`src/mips_isa_pkg.sv`:
```
`default_nettype none

package mips_isa_pkg;

	// Field widths
	localparam int WORD_W     = 32;
	localparam int REG_ADDR_W = 5;
	localparam int OPCODE_W   = 6;
	localparam int FUNCT_W    = 6;
	localparam int IMM_W      = 16;
	localparam int INDEX_W    = 26;
	localparam int REG_COUNT  = 32;

	typedef logic [WORD_W-1:0]     word_t;
	typedef logic [REG_ADDR_W-1:0] reg_addr_t;
	typedef logic [OPCODE_W-1:0]   opcode_t;
	typedef logic [FUNCT_W-1:0]    funct_t;

	//////////////////////////////////////////////////
	// Primary opcodes
	localparam opcode_t OP_SPECIAL = 6'b000000;
	localparam opcode_t OP_J       = 6'b000010;
	localparam opcode_t OP_JAL     = 6'b000011;
	localparam opcode_t OP_BEQ     = 6'b000100;
	localparam opcode_t OP_BNE     = 6'b000101;
	localparam opcode_t OP_ADDIU   = 6'b001001;
	localparam opcode_t OP_SLTI    = 6'b001010;
	localparam opcode_t OP_ANDI    = 6'b001100;
	localparam opcode_t OP_ORI     = 6'b001101;
	localparam opcode_t OP_XORI    = 6'b001110;
	localparam opcode_t OP_LUI     = 6'b001111;
	localparam opcode_t OP_LW      = 6'b100011;
	localparam opcode_t OP_SW      = 6'b101011;

	// SPECIAL function field
	localparam funct_t FN_JR   = 6'b001000;
	localparam funct_t FN_ADDU = 6'b100001;
	localparam funct_t FN_SUBU = 6'b100011;
	localparam funct_t FN_AND  = 6'b100100;
	localparam funct_t FN_OR   = 6'b100101;
	localparam funct_t FN_XOR  = 6'b100110;
	localparam funct_t FN_NOR  = 6'b100111;
	localparam funct_t FN_SLT  = 6'b101010;

	localparam reg_addr_t LINK_REG   = 5'd31;
	localparam word_t     INST_BYTES = 32'd4;

endpackage

`default_nettype wire

```
`src/id_ctrl_pkg.sv`:
```
`default_nettype none

package id_ctrl_pkg;

	// Unit class seen by execute
	typedef enum logic [2:0] {
		SEL_NOP,
		SEL_LOGIC,
		SEL_ARITH,
		SEL_MEM,
		SEL_BRANCH
	} alu_sel_e;

	typedef enum logic [4:0] {
		OP_NOP,
		ALU_AND,
		ALU_OR,
		ALU_XOR,
		ALU_NOR,
		ALU_ADDU,
		ALU_SUBU,
		ALU_SLT,
		ALU_JR,
		ALU_ORI,
		ALU_ANDI,
		ALU_XORI,
		ALU_LUI,
		ALU_ADDIU,
		ALU_SLTI,
		ALU_LW,
		ALU_SW,
		ALU_BEQ,
		ALU_BNE,
		ALU_J,
		ALU_JAL
	} alu_op_e;

	// MIPS cause register encoding
	typedef enum logic [4:0] {
		EC_NONE = 5'd0,
		EC_RI   = 5'd10
	} exc_code_e;

	//////////////////////////////////////////////////
	// Bubble
	localparam alu_sel_e  BUBBLE_SEL = SEL_NOP;
	localparam alu_op_e   BUBBLE_OP  = OP_NOP;
	localparam logic      BUBBLE_WE  = 1'b0;
	localparam exc_code_e BUBBLE_EXC = EC_NONE;

endpackage

`default_nettype wire

```
`src/reg_file.sv`:
```
`timescale 1ns/10ps
`default_nettype none

module reg_file
	import mips_isa_pkg::*;
(
	input  logic      clk,
	input  logic      rst_i,
	input  logic      we_i,
	input  reg_addr_t waddr_i,
	input  word_t     wdata_i,
	input  reg_addr_t raddr1_i,
	input  reg_addr_t raddr2_i,
	output word_t     rdata1_o,
	output word_t     rdata2_o
);

	word_t regs [REG_COUNT];

	// Register 0 is hardwired, write is visible in the same cycle
	function automatic word_t read_port(input reg_addr_t addr);
		if (addr == '0)
			return '0;
		else if (we_i && (waddr_i == addr))
			return wdata_i;
		else
			return regs[addr];
	endfunction

	always_ff @(posedge clk) begin
		if (rst_i) begin
			for (int i = 0; i < REG_COUNT; i++)
				regs[i] <= '0;
		end else if (we_i && (waddr_i != '0)) begin
			regs[waddr_i] <= wdata_i;
		end
	end

	always_comb begin
		rdata1_o = read_port(raddr1_i);
		rdata2_o = read_port(raddr2_i);
	end

endmodule

`default_nettype wire

```
`src/inst_decoder.sv`:
```
`timescale 1ns/10ps
`default_nettype none

module inst_decoder
	import mips_isa_pkg::*;
	import id_ctrl_pkg::*;
(
	input  word_t     inst_i,
	output alu_sel_e  alu_sel_o,
	output alu_op_e   alu_op_o,
	output logic      re1_o,
	output logic      re2_o,
	output reg_addr_t raddr1_o,
	output reg_addr_t raddr2_o,
	output logic      we_o,
	output reg_addr_t waddr_o,
	output word_t     imm_o,
	output logic      reserved_o
);

	opcode_t          op;
	funct_t           fn;
	reg_addr_t        rs;
	reg_addr_t        rt;
	reg_addr_t        rd;
	reg_addr_t        sa;
	logic [IMM_W-1:0] imm16;
	word_t            zero_imm;
	word_t            sign_imm;

	assign op    = inst_i[31:26];
	assign rs    = inst_i[25:21];
	assign rt    = inst_i[20:16];
	assign rd    = inst_i[15:11];
	assign sa    = inst_i[10:6];
	assign fn    = inst_i[5:0];
	assign imm16 = inst_i[IMM_W-1:0];

	assign zero_imm = {{(WORD_W-IMM_W){1'b0}}, imm16};
	assign sign_imm = {{(WORD_W-IMM_W){imm16[IMM_W-1]}}, imm16};

	always_comb begin
		alu_sel_o  = BUBBLE_SEL;
		alu_op_o   = BUBBLE_OP;
		re1_o      = 1'b0;
		re2_o      = 1'b0;
		raddr1_o   = rs;
		raddr2_o   = rt;
		we_o       = BUBBLE_WE;
		waddr_o    = rd;
		imm_o      = '0;
		reserved_o = 1'b0;

		case (op)
			OP_SPECIAL: begin
				re1_o = 1'b1;
				re2_o = 1'b1;
				we_o  = 1'b1;
				case (fn)
					FN_AND:  {alu_sel_o, alu_op_o} = {SEL_LOGIC, ALU_AND};
					FN_OR:   {alu_sel_o, alu_op_o} = {SEL_LOGIC, ALU_OR};
					FN_XOR:  {alu_sel_o, alu_op_o} = {SEL_LOGIC, ALU_XOR};
					FN_NOR:  {alu_sel_o, alu_op_o} = {SEL_LOGIC, ALU_NOR};
					FN_ADDU: {alu_sel_o, alu_op_o} = {SEL_ARITH, ALU_ADDU};
					FN_SUBU: {alu_sel_o, alu_op_o} = {SEL_ARITH, ALU_SUBU};
					FN_SLT:  {alu_sel_o, alu_op_o} = {SEL_ARITH, ALU_SLT};
					FN_JR: begin
						alu_sel_o = SEL_BRANCH;
						alu_op_o  = ALU_JR;
						re2_o     = 1'b0;
						we_o      = 1'b0;
					end
					default: reserved_o = 1'b1;
				endcase
				// No shifts are kept, so sa must be zero
				if (sa != '0)
					reserved_o = 1'b1;
			end

			OP_ORI, OP_ANDI, OP_XORI: begin
				alu_sel_o = SEL_LOGIC;
				case (op)
					OP_ORI:  alu_op_o = ALU_ORI;
					OP_ANDI: alu_op_o = ALU_ANDI;
					default: alu_op_o = ALU_XORI;
				endcase
				re1_o   = 1'b1;
				we_o    = 1'b1;
				waddr_o = rt;
				imm_o   = zero_imm;
			end

			OP_LUI: begin
				alu_sel_o  = SEL_LOGIC;
				alu_op_o   = ALU_LUI;
				we_o       = 1'b1;
				waddr_o    = rt;
				imm_o      = zero_imm;
				reserved_o = (rs != '0);
			end

			OP_ADDIU, OP_SLTI: begin
				alu_sel_o = SEL_ARITH;
				alu_op_o  = (op == OP_ADDIU) ? ALU_ADDIU : ALU_SLTI;
				re1_o     = 1'b1;
				we_o      = 1'b1;
				waddr_o   = rt;
				imm_o     = sign_imm;
			end

			OP_LW: begin
				alu_sel_o = SEL_MEM;
				alu_op_o  = ALU_LW;
				re1_o     = 1'b1;
				we_o      = 1'b1;
				waddr_o   = rt;
				imm_o     = sign_imm;
			end

			OP_SW: begin
				alu_sel_o = SEL_MEM;
				alu_op_o  = ALU_SW;
				re1_o     = 1'b1;
				re2_o     = 1'b1;
				imm_o     = sign_imm;
			end

			OP_BEQ, OP_BNE: begin
				alu_sel_o = SEL_BRANCH;
				alu_op_o  = (op == OP_BEQ) ? ALU_BEQ : ALU_BNE;
				re1_o     = 1'b1;
				re2_o     = 1'b1;
			end

			OP_J: begin
				alu_sel_o = SEL_BRANCH;
				alu_op_o  = ALU_J;
			end

			OP_JAL: begin
				alu_sel_o = SEL_BRANCH;
				alu_op_o  = ALU_JAL;
				we_o      = 1'b1;
				waddr_o   = LINK_REG;
			end

			default: reserved_o = 1'b1;
		endcase

		// Reserved encodings decode as a bubble
		if (reserved_o) begin
			alu_sel_o = BUBBLE_SEL;
			alu_op_o  = BUBBLE_OP;
			re1_o     = 1'b0;
			re2_o     = 1'b0;
			we_o      = BUBBLE_WE;
			imm_o     = '0;
		end
	end

endmodule

`default_nettype wire

```
`src/operand_forward.sv`:
```
`timescale 1ns/10ps
`default_nettype none

module operand_forward
	import mips_isa_pkg::*;
(
	input  logic      re1_i,
	input  logic      re2_i,
	input  reg_addr_t raddr1_i,
	input  reg_addr_t raddr2_i,
	input  word_t     rdata1_i,
	input  word_t     rdata2_i,
	input  word_t     imm_i,
	input  logic      ex_we_i,
	input  reg_addr_t ex_waddr_i,
	input  word_t     ex_wdata_i,
	input  logic      ex_mem_op_i,
	input  logic      mem_we_i,
	input  reg_addr_t mem_waddr_i,
	input  word_t     mem_wdata_i,
	output word_t     src1_o,
	output word_t     src2_o,
	output logic      stall_o
);

	// Newest result wins, register 0 never forwards
	function automatic word_t pick(input logic re, input reg_addr_t addr, input word_t rdata);
		if (!re)
			return imm_i;
		else if (addr == '0)
			return '0;
		else if (ex_we_i && (ex_waddr_i == addr))
			return ex_wdata_i;
		else if (mem_we_i && (mem_waddr_i == addr))
			return mem_wdata_i;
		else
			return rdata;
	endfunction

	always_comb begin
		src1_o = pick(re1_i, raddr1_i, rdata1_i);
		src2_o = pick(re2_i, raddr2_i, rdata2_i);
	end

	// Load or store in execute, its data is not ready yet
	assign stall_o = ex_mem_op_i;

endmodule

`default_nettype wire

```
`src/branch_unit.sv`:
```
`timescale 1ns/10ps
`default_nettype none

module branch_unit
	import mips_isa_pkg::*;
	import id_ctrl_pkg::*;
(
	input  word_t   pc_i,
	input  word_t   inst_i,
	input  alu_op_e alu_op_i,
	input  word_t   src1_i,
	input  word_t   src2_i,
	input  logic    hold_i,
	output logic    taken_o,
	output word_t   target_o,
	output word_t   link_addr_o,
	output logic    is_branch_o
);

	word_t pc_plus4;
	word_t br_target;
	word_t jmp_target;
	logic  cond;

	assign pc_plus4    = pc_i + INST_BYTES;
	assign link_addr_o = pc_plus4 + INST_BYTES;

	assign br_target  = pc_plus4 +
		{{(WORD_W-IMM_W-2){inst_i[IMM_W-1]}}, inst_i[IMM_W-1:0], 2'b00};
	assign jmp_target = {pc_plus4[31:28], inst_i[INDEX_W-1:0], 2'b00};

	always_comb begin
		cond        = 1'b0;
		target_o    = '0;
		is_branch_o = 1'b1;
		case (alu_op_i)
			ALU_BEQ: begin
				cond     = (src1_i == src2_i);
				target_o = br_target;
			end
			ALU_BNE: begin
				cond     = (src1_i != src2_i);
				target_o = br_target;
			end
			ALU_J, ALU_JAL: begin
				cond     = 1'b1;
				target_o = jmp_target;
			end
			ALU_JR: begin
				cond     = 1'b1;
				target_o = src1_i;
			end
			default: is_branch_o = 1'b0;
		endcase
	end

	// Held instruction is redecoded next cycle
	assign taken_o = cond && !hold_i;

endmodule

`default_nettype wire

```
`src/id_stage.sv`:
```
`timescale 1ns/10ps
`default_nettype none

module id_stage
	import mips_isa_pkg::*;
	import id_ctrl_pkg::*;
(
	input  logic      clk,
	input  logic      rst_i,
	input  word_t     pc_i,
	input  word_t     inst_i,
	input  logic      wb_we_i,
	input  reg_addr_t wb_addr_i,
	input  word_t     wb_data_i,
	input  word_t     ex_wdata_i,
	input  logic      mem_we_i,
	input  reg_addr_t mem_waddr_i,
	input  word_t     mem_wdata_i,
	output logic      stall_o,
	output logic      branch_taken_o,
	output word_t     branch_addr_o,
	output alu_sel_e  ex_alu_sel_o,
	output alu_op_e   ex_alu_op_o,
	output word_t     ex_src1_o,
	output word_t     ex_src2_o,
	output logic      ex_we_o,
	output reg_addr_t ex_waddr_o,
	output word_t     ex_link_addr_o,
	output word_t     ex_inst_o,
	output logic      ex_in_delay_o,
	output exc_code_e ex_exc_code_o,
	output word_t     ex_exc_epc_o
);

	alu_sel_e  dec_sel;
	alu_op_e   dec_op;
	logic      dec_re1;
	logic      dec_re2;
	reg_addr_t dec_raddr1;
	reg_addr_t dec_raddr2;
	logic      dec_we;
	reg_addr_t dec_waddr;
	word_t     dec_imm;
	logic      dec_reserved;
	word_t     rf_rdata1;
	word_t     rf_rdata2;
	word_t     src1;
	word_t     src2;
	word_t     link_addr;
	logic      is_branch;
	logic      ex_mem_op;
	logic      in_delay_q;

	assign ex_mem_op = (ex_alu_sel_o == SEL_MEM);

	reg_file i_reg_file (
		.clk      (clk),
		.rst_i    (rst_i),
		.we_i     (wb_we_i),
		.waddr_i  (wb_addr_i),
		.wdata_i  (wb_data_i),
		.raddr1_i (dec_raddr1),
		.raddr2_i (dec_raddr2),
		.rdata1_o (rf_rdata1),
		.rdata2_o (rf_rdata2)
	);

	inst_decoder i_inst_decoder (
		.inst_i     (inst_i),
		.alu_sel_o  (dec_sel),
		.alu_op_o   (dec_op),
		.re1_o      (dec_re1),
		.re2_o      (dec_re2),
		.raddr1_o   (dec_raddr1),
		.raddr2_o   (dec_raddr2),
		.we_o       (dec_we),
		.waddr_o    (dec_waddr),
		.imm_o      (dec_imm),
		.reserved_o (dec_reserved)
	);

	operand_forward i_operand_forward (
		.re1_i       (dec_re1),
		.re2_i       (dec_re2),
		.raddr1_i    (dec_raddr1),
		.raddr2_i    (dec_raddr2),
		.rdata1_i    (rf_rdata1),
		.rdata2_i    (rf_rdata2),
		.imm_i       (dec_imm),
		.ex_we_i     (ex_we_o),
		.ex_waddr_i  (ex_waddr_o),
		.ex_wdata_i  (ex_wdata_i),
		.ex_mem_op_i (ex_mem_op),
		.mem_we_i    (mem_we_i),
		.mem_waddr_i (mem_waddr_i),
		.mem_wdata_i (mem_wdata_i),
		.src1_o      (src1),
		.src2_o      (src2),
		.stall_o     (stall_o)
	);

	branch_unit i_branch_unit (
		.pc_i        (pc_i),
		.inst_i      (inst_i),
		.alu_op_i    (dec_op),
		.src1_i      (src1),
		.src2_i      (src2),
		.hold_i      (stall_o),
		.taken_o     (branch_taken_o),
		.target_o    (branch_addr_o),
		.link_addr_o (link_addr),
		.is_branch_o (is_branch)
	);

	//////////////////////////////////////////////////
	// Delay slot tracking for the instruction in decode
	always_ff @(posedge clk) begin
		if (rst_i)
			in_delay_q <= 1'b0;
		else if (!stall_o)
			in_delay_q <= is_branch;
	end

	//////////////////////////////////////////////////
	// ID/EX control
	always_ff @(posedge clk) begin
		if (rst_i || stall_o) begin
			ex_alu_sel_o  <= BUBBLE_SEL;
			ex_alu_op_o   <= BUBBLE_OP;
			ex_we_o       <= BUBBLE_WE;
			ex_in_delay_o <= 1'b0;
			ex_exc_code_o <= BUBBLE_EXC;
		end else begin
			ex_alu_sel_o  <= dec_sel;
			ex_alu_op_o   <= dec_op;
			ex_we_o       <= dec_we && !dec_reserved;
			ex_in_delay_o <= in_delay_q;
			ex_exc_code_o <= dec_reserved ? EC_RI : EC_NONE;
		end
	end

	// ID/EX payload
	always_ff @(posedge clk) begin
		ex_src1_o      <= src1;
		ex_src2_o      <= src2;
		ex_waddr_o     <= dec_waddr;
		ex_link_addr_o <= link_addr;
		ex_inst_o      <= inst_i;
		// EPC points back at the branch for a delay slot
		ex_exc_epc_o   <= in_delay_q ? (pc_i - INST_BYTES) : pc_i;
	end

endmodule

`default_nettype wire

```
`config.mk`:
```
export PLATFORM = sky130hd
export DESIGN_NAME = id_stage
export DESIGN_NICKNAME = d
export VERILOG_FILES = /design/src/mips_isa_pkg.sv /design/src/id_ctrl_pkg.sv /design/src/reg_file.sv /design/src/inst_decoder.sv /design/src/operand_forward.sv /design/src/branch_unit.sv /design/src/id_stage.sv
export SDC_FILE = /design/constraint.sdc
export NUM_CORES = 2
export LEC_CHECK = 0
export BUFFER_PORTS_ARGS = -buffer_cell sky130_fd_sc_hd__buf_2
export CORE_UTILIZATION = 30
export DETAILED_ROUTE_END_ITERATION = 12
export PLACE_DENSITY = 0.49
export SYNTH_ARGS = -nofsm -noshare
export SYNTH_HDL_FRONTEND = slang
export SYNTH_SLANG_ARGS = --single-unit
```
`constraint.sdc`:
```
create_clock -name clk -period 12.75 [get_ports clk]
set_clock_uncertainty 0.15 [all_clocks]
set_input_delay 2.55 -clock clk [delete_from_list [all_inputs] [get_ports clk]]
set_output_delay 2.55 -clock clk [all_outputs]
set_load 0.05 [all_outputs]
```
## Word level (Yosys, flattened, before mapping)

Memory sizes are Yosys's and may differ from the RTL's.
Cells that the tools add are included.

| operators by class | value |
|---|---|
| multiplexer cells | 44 |
| reduce and logical (&&, ||, !) cells | 39 |
| eq/ne operators | 34 |
| add/sub/neg operators | 4 |

Operators with widths:

| operator | number |
|---|---|
| $mux W32 | 13 |
| $pmux W32 S3 | 1 |
| $add A32 B3 Y32 const B | 2 |
| $pmux W32 S2 | 1 |
| $eq A6 B6 Y1 const B | 9 |
| $pmux W5 S9 | 1 |
| $eq A6 B4 Y1 const B | 7 |
| $add A32 B32 Y32 | 1 |
| $eq A32 B32 Y1 | 1 |
| $ne A32 B32 Y1 | 1 |
| $pmux W4 S8 | 1 |
| $reduce_or A32 Y1 | 1 |
| $sub A32 B3 Y32 const B | 1 |
| $eq A5 B5 Y1 | 6 |
| $eq A5 B5 Y1 const B | 4 |
| $reduce_or A4 Y1 | 4 |
| $reduce_or A8 Y1 | 2 |
| $pmux W3 S5 | 1 |
| $reduce_bool A5 Y1 | 3 |
| $mux W1 | 14 |
| $eq A6 B2 Y1 const B | 2 |
| $eq A6 B3 Y1 const B | 2 |
| $reduce_or A2 Y1 | 6 |
| $reduce_or A3 Y1 | 4 |
| other kinds (19) | 33 |

| word-level totals | value |
|---|---|
| bits in writable memories | 1024 |
| output and inout bits | 214 |
| flip-flop bits (word level) | 181 |
| word-level logic and storage cells | 134 |
| memories kept | 1 |
| bits of input ports | 174 |

Memories:

| memory | words | bits a word | read ports | clocked after Yosys merged registers in | wr ports | line | RTL |
|---|---|---|---|---|---|---|---|
| i_reg_file.regs | 32 | 32 | 2 | 0 | 32 | reg_file.sv:18 | `word_t regs [REG_COUNT];` |

## Logic depth before layout (Yosys ltp)

| depth | value |
|---|---|
| depth in word-level cells | 10 |
| depth in mapped cells | 19 |
| depth with buffers taken out | 18 |

## Cells and area by module

From an unflattened synthesis, not the netlist that was laid out.

| unflattened totals | value |
|---|---|
| cell total of the unflattened synthesis | 5231 |
| area total of the unflattened synthesis | 67023.0 um^2 |

By module, submodules not included:

| module | cells an instance | area each (um^2) | instances | seq. area each (um^2) |
|---|---|---|---|---|
| reg_file | 3857 | 55179.2 | 1 | 30749.5 |
| id_stage | 280 | 4265.3 | 1 | 3543.4 |
| branch_unit | 602 | 4211.5 | 1 | 0.0 |
| operand_forward | 321 | 2258.4 | 1 | 0.0 |
| inst_decoder | 171 | 1108.6 | 1 | 0.0 |

## Worst setup path before layout

OpenSTA, ideal clock, no wires.

| path | value |
|---|---|
| path type | input to output |
| start | input pc_i[5] |
| end | output branch_addr_o[28] |
| arrival | 7.075 ns |
| stages | 18 |
| data required time | 10.050 ns |
| path slack | 2.975 ns |
| buffers on the path | 1 |
| cells stage by stage | clkbuf_1 nand3_1 nor3_1 nand2_1 xnor2_1 ha_1 a21oi_1 nor2b_1 o21ai_0 nand2b_1 a211oi_1 o21bai_1 a2111oi_0 o311ai_0 a31o_2 a21oi_1 xnor2_1 o21ai_0 |

| between the ends | value |
|---|---|
| word-level cells in the longest chain between the ends | 3 |

RTL lines:

| item | line | RTL |
|---|---|---|
| start, declared | id_stage.sv:10 | `input word_t pc_i,` |
| $add A32 B3 Y32 * | branch_unit.sv:25 | `assign pc_plus4 = pc_i + INST_BYTES;` |
| $add A32 B32 Y32 | branch_unit.sv:28 | `assign br_target = pc_plus4 +` |
| $pmux W32 S3 * | branch_unit.sv:36 | `case (alu_op_i)` |
| end, declared | id_stage.sv:21 | `output word_t branch_addr_o,` |

Mark *: on every way between the ends. The rest lies on a longest branch, timed or not.

## Final worst setup path

| path | value |
|---|---|
| start | input inst_i[21] |
| end | output branch_taken_o |

| between the ends | value |
|---|---|
| word-level cells in the longest chain between the ends | 10 |
| elaborated cells on any way between the ends | 30 |
| classes of those cells | eq/ne: 10; mux: 12; reduce/logical: 7; memory: 1 |

RTL lines:

| item | line | RTL |
|---|---|---|
| start, declared | id_stage.sv:11 | `input word_t inst_i,` |
| parallel branches: the longest is 6 deep, another holds $mem_v2 Z32 W32 | n/a |  |
| $mux W32 * | operand_forward.sv:28 | `if (!re)` |
| via i_branch_unit.src1_i[20] | branch_unit.sv:11 | `input word_t src1_i,` |
| $ne A32 B32 Y1 or $eq A32 B32 Y1 (tied branches) | branch_unit.sv:42, branch_unit.sv:38 |  |
| $pmux W1 S3 * | branch_unit.sv:36 |  |
| $logic_and A1 B1 Y1 * | branch_unit.sv:58 | `assign taken_o = cond && !hold_i;` |
| end, declared | id_stage.sv:20 | `output logic branch_taken_o,` |

Mark *: on every way through the listed nets, which the timed path passes.

==> metrics.md <==
| Metric | Value |
|---|---|
| Status | complete, no violations |
| Pins over their slew limit | 0 |
| Worst Path Arrival | 8.75 ns |
| Total power | 0.0102 W |
| Cell-internal power | 0.00728 W |
| Worst Tran Pin Value | 1.42 ns |
| Post-CTS sizing | 0 |
| Peak fanout along the critical path | 55 |
| Number of global-route vias before repair | 46600 |
| Post-CTS Hold Buffers | 0 |
| Synth Flop Type | edfxtp_1 |
| RePlAce Congestion | 0.962 |
| Multi-input logic area | 29200 um2 |
| Horiz. Die Dim | 469 um |
| Placed Cells | 7850 |
| H-tree depth reported by CTS | 4 |
| Vias post-DR | 48200 |
| I/O pins | 388 |
| Largest net degree at the start of global routing | 99 |
| Post-synth ARST share | 0% |
| Hold Worst Slack | 0.420 ns |
| Top-area cell type share of the netlist area | 47.0% |
| Top cells by area, synth | edfxtp_1 (47%), mux4_2 (16%), and2_1 (9.6%) |
| Critical Path Start Type | input pin |
| Clock power frac | 40.1% |
| CTS buffer count | 146 |
| Count of cell types in the netlist | 93 |
| # setup viols final | 0 |
| Layout cells sized above 1 | 25.5% |
| Slew margin rel. | 5.35% |
| Synth-to-Final Area Change | 14.9% |
| Setup bufs post-CTS | 0 |
| Die area | 220000 um2 |
| CP required | 10.05 ns |
| Fmax | 0.0873 GHz |
| Final Hold Violating Endpoints | 0 |
| Period utilisation layout | 89.8% |
| Net Switching | 0.00291 W |
| Site row count | 170 |
| Total negative slack | 0 ns |
| Seq/Total Area, Yosys | 52.4% |
| Share of power burned in registers | 44.9% |
| Mapped Cells | 4919 |
| Final Util | 34.9% |
| Commonest non-fill, non-tap cells in the layout | edfxtp_1 (1024), and2_1 (1004), mux4_2 (468) |
| Grt total ovfl | 0 |
| Avg Cell Area, Syn | 13.3 um2 |
| Post-synth EDFFs | 1024 |
| Unrepaired setup endpoints after global routing | no |
| Leakage | 27.0 nW |
| Final net count | 5368 |
| Worst-Skew Late Latency | 0.82 ns |
| R2R cell count | 7 |
| TritonRoute pass-1 iters | 6 |
| Initial antenna violation count | 70 |
| DRC | 0 |
| #FFs+latches synth | 1199 |
| Placeable core area | 215000 um2 |
| Global-route wire length before repair | 413 mm |
| Combinational Power Share | 15.0% |
| Tmin final | 11.45 ns |
| Post-Layout Cell Count | 8137 |
| PortBufs | 384 |
| CTS tree | done |
| Post-Syn Area | 65400 um2 |
| Clk sinks | 1199 |
| Most common cell after layout, fill and taps aside | edfxtp_1 |
| HPWL after DPL | 194 mm |
| Area leader, netlist | edfxtp_1 |
| Via density | 5.93 |
| Hold crit path type | reg -> reg |
| Synth warn | 0 |
| CTS clk-pin slew, worst paths | 0.06 ns |
| DRT antenna net count | 0 |
| Maxcap violations | 0 |
| WL final | 308 mm |
| Crit Path Category | in -> out |
| Min-Delay Path Depth | 1 |
| Initial DRC count | 7287 |
| Fillers | 20800 |
| Worst ir drop on vdd | 153 uV |
| WL per Instance | 37.9 um |
| PD cells | 136 nW/um2 |
| Vert. Die Dim | 469 um |
| Reg area | 34300 um2 |
| Switch share | 28.5% |
| All-Layer GR Usage | 27.7% |
| Starting Density | 30.3% |
| Crit path capture type | primary output |
| Clock Path Buffers | 3 |
| CTS root buffer | clkbuf_16 |
-- state kept, by name, indices dropped and copies added (netlist names), 3 cells and up --
name             flops
i_reg_file.regs   1024
ex_alu_op_o          5
ex_waddr_o           5
ex_src1_o           32
ex_alu_sel_o         3
ex_exc_epc_o        32
ex_link_addr_o      30
ex_inst_o           32
ex_src2_o           32
-- logic make-up after synthesis --
family / share of synthesized area, %
other: 0.00574
adders and majority gates: 0.643
xor gates and xnor gates: 2.34
DFF: 52.4
AOI/OAI and AO/OA: 6.76
muxes: 19.6
and+or+nand+nor: 14.7
buffers and inverters: 3.54
-- power groups by stage --
stage,registers (W),logic [W],clock network [W]
floorplan,0.00471,0.000784,0
finish,0.00458,0.00153,0.00408
detailed placement,0.00466,0.00149,0
CTS,0.00458,0.00149,0.00412
global placement,0.00465,0.00149,0
global route,0.00460,0.00156,0.00427
-- cell usage after synthesis, types with 34 or more instances --
master and number:
or2_2 38, o21ai_0 70, edfxtp_1 1024, nand2_1 185, a21oi_1 105, xnor2_1 106, mux2i_1 198, buf_4 35
nand3_1 56, nor3_1 34, mux4_2 468, dfxtp_1 175, inv_1 55, a22oi_1 74, buf_1 36, nor2_1 165
and2_1 1005, buf_2 63, clkbuf_1 334, o221ai_1 68, xor2_1 69
-- layout make-up --
| type | count | share of cell area, % |
|---|---|---|
| diodes | 22 | 0.0733 |
| well taps | 2838 | 4.73 |
| multi-input cells | 3216 | 38.9 |
| clock inverters | 68 | 0.724 |
| flip-flops and latches | 1199 | 45.6 |
| clock buffers | 196 | 5.32 |
| inverters | 58 | 0.291 |
| repair buffers | 540 | 4.35 |
-- stage by stage --
step / area (um2) / setup WS [ns]
floorplan: 65500 / 2.98
global placement: 70500 / 1.84
detailed placement: 70500 / 1.87
CTS: 75100 / 1.85
global route: 75100 / 1.26
finish: 75100 / 1.30
-- critical path: stages --
cell and delay [ns]:
buf_8 0.49, buf_4 0.64, mux4_2 0.60, a22oi_1 0.16, a21oi_1 0.21, a211oi_1 0.87, nor2_1 0.16, o221ai_1 1.13
inv_1 0.25, xnor2_1 0.47, nand4_1 0.16, nor4_2 0.22, mux2i_1 0.22, nand2_1 0.19, buf_2 0.27
-- path summary, 6_finish.rpt --
path / startpoint / end / slack, ns
hold reg to reg: in_delay_q$_SDFFE_PP0N_ / ex_in_delay_o$_SDFF_PP0_ / 0.42
setup reg to reg: i_reg_file.regs[15][20]$_SDFFCE_PN0P_ / ex_src1_o[20]$_DFF_P_ / 8.68
setup / recovery: inst_i[21] / branch_taken_o / 1.30
hold / removal: in_delay_q$_SDFFE_PP0N_ / ex_in_delay_o$_SDFF_PP0_ / 0.42
-- metal layers --
| metal | part of all wire [%] | vias up | global-route usage (%) |
|---|---|---|---|
| li1 | - | 19100 | - |
| met3 | 11 | 755 | 6.73 |
| met5 | 0.090 | - | 0 |
| met2 | 45 | 3275 | 43.4 |
| met4 | 6.4 | 42 | 15.5 |
| met1 | 38 | 25100 | 34.9 |
Note: power is estimated with default switching activity, not from simulation.
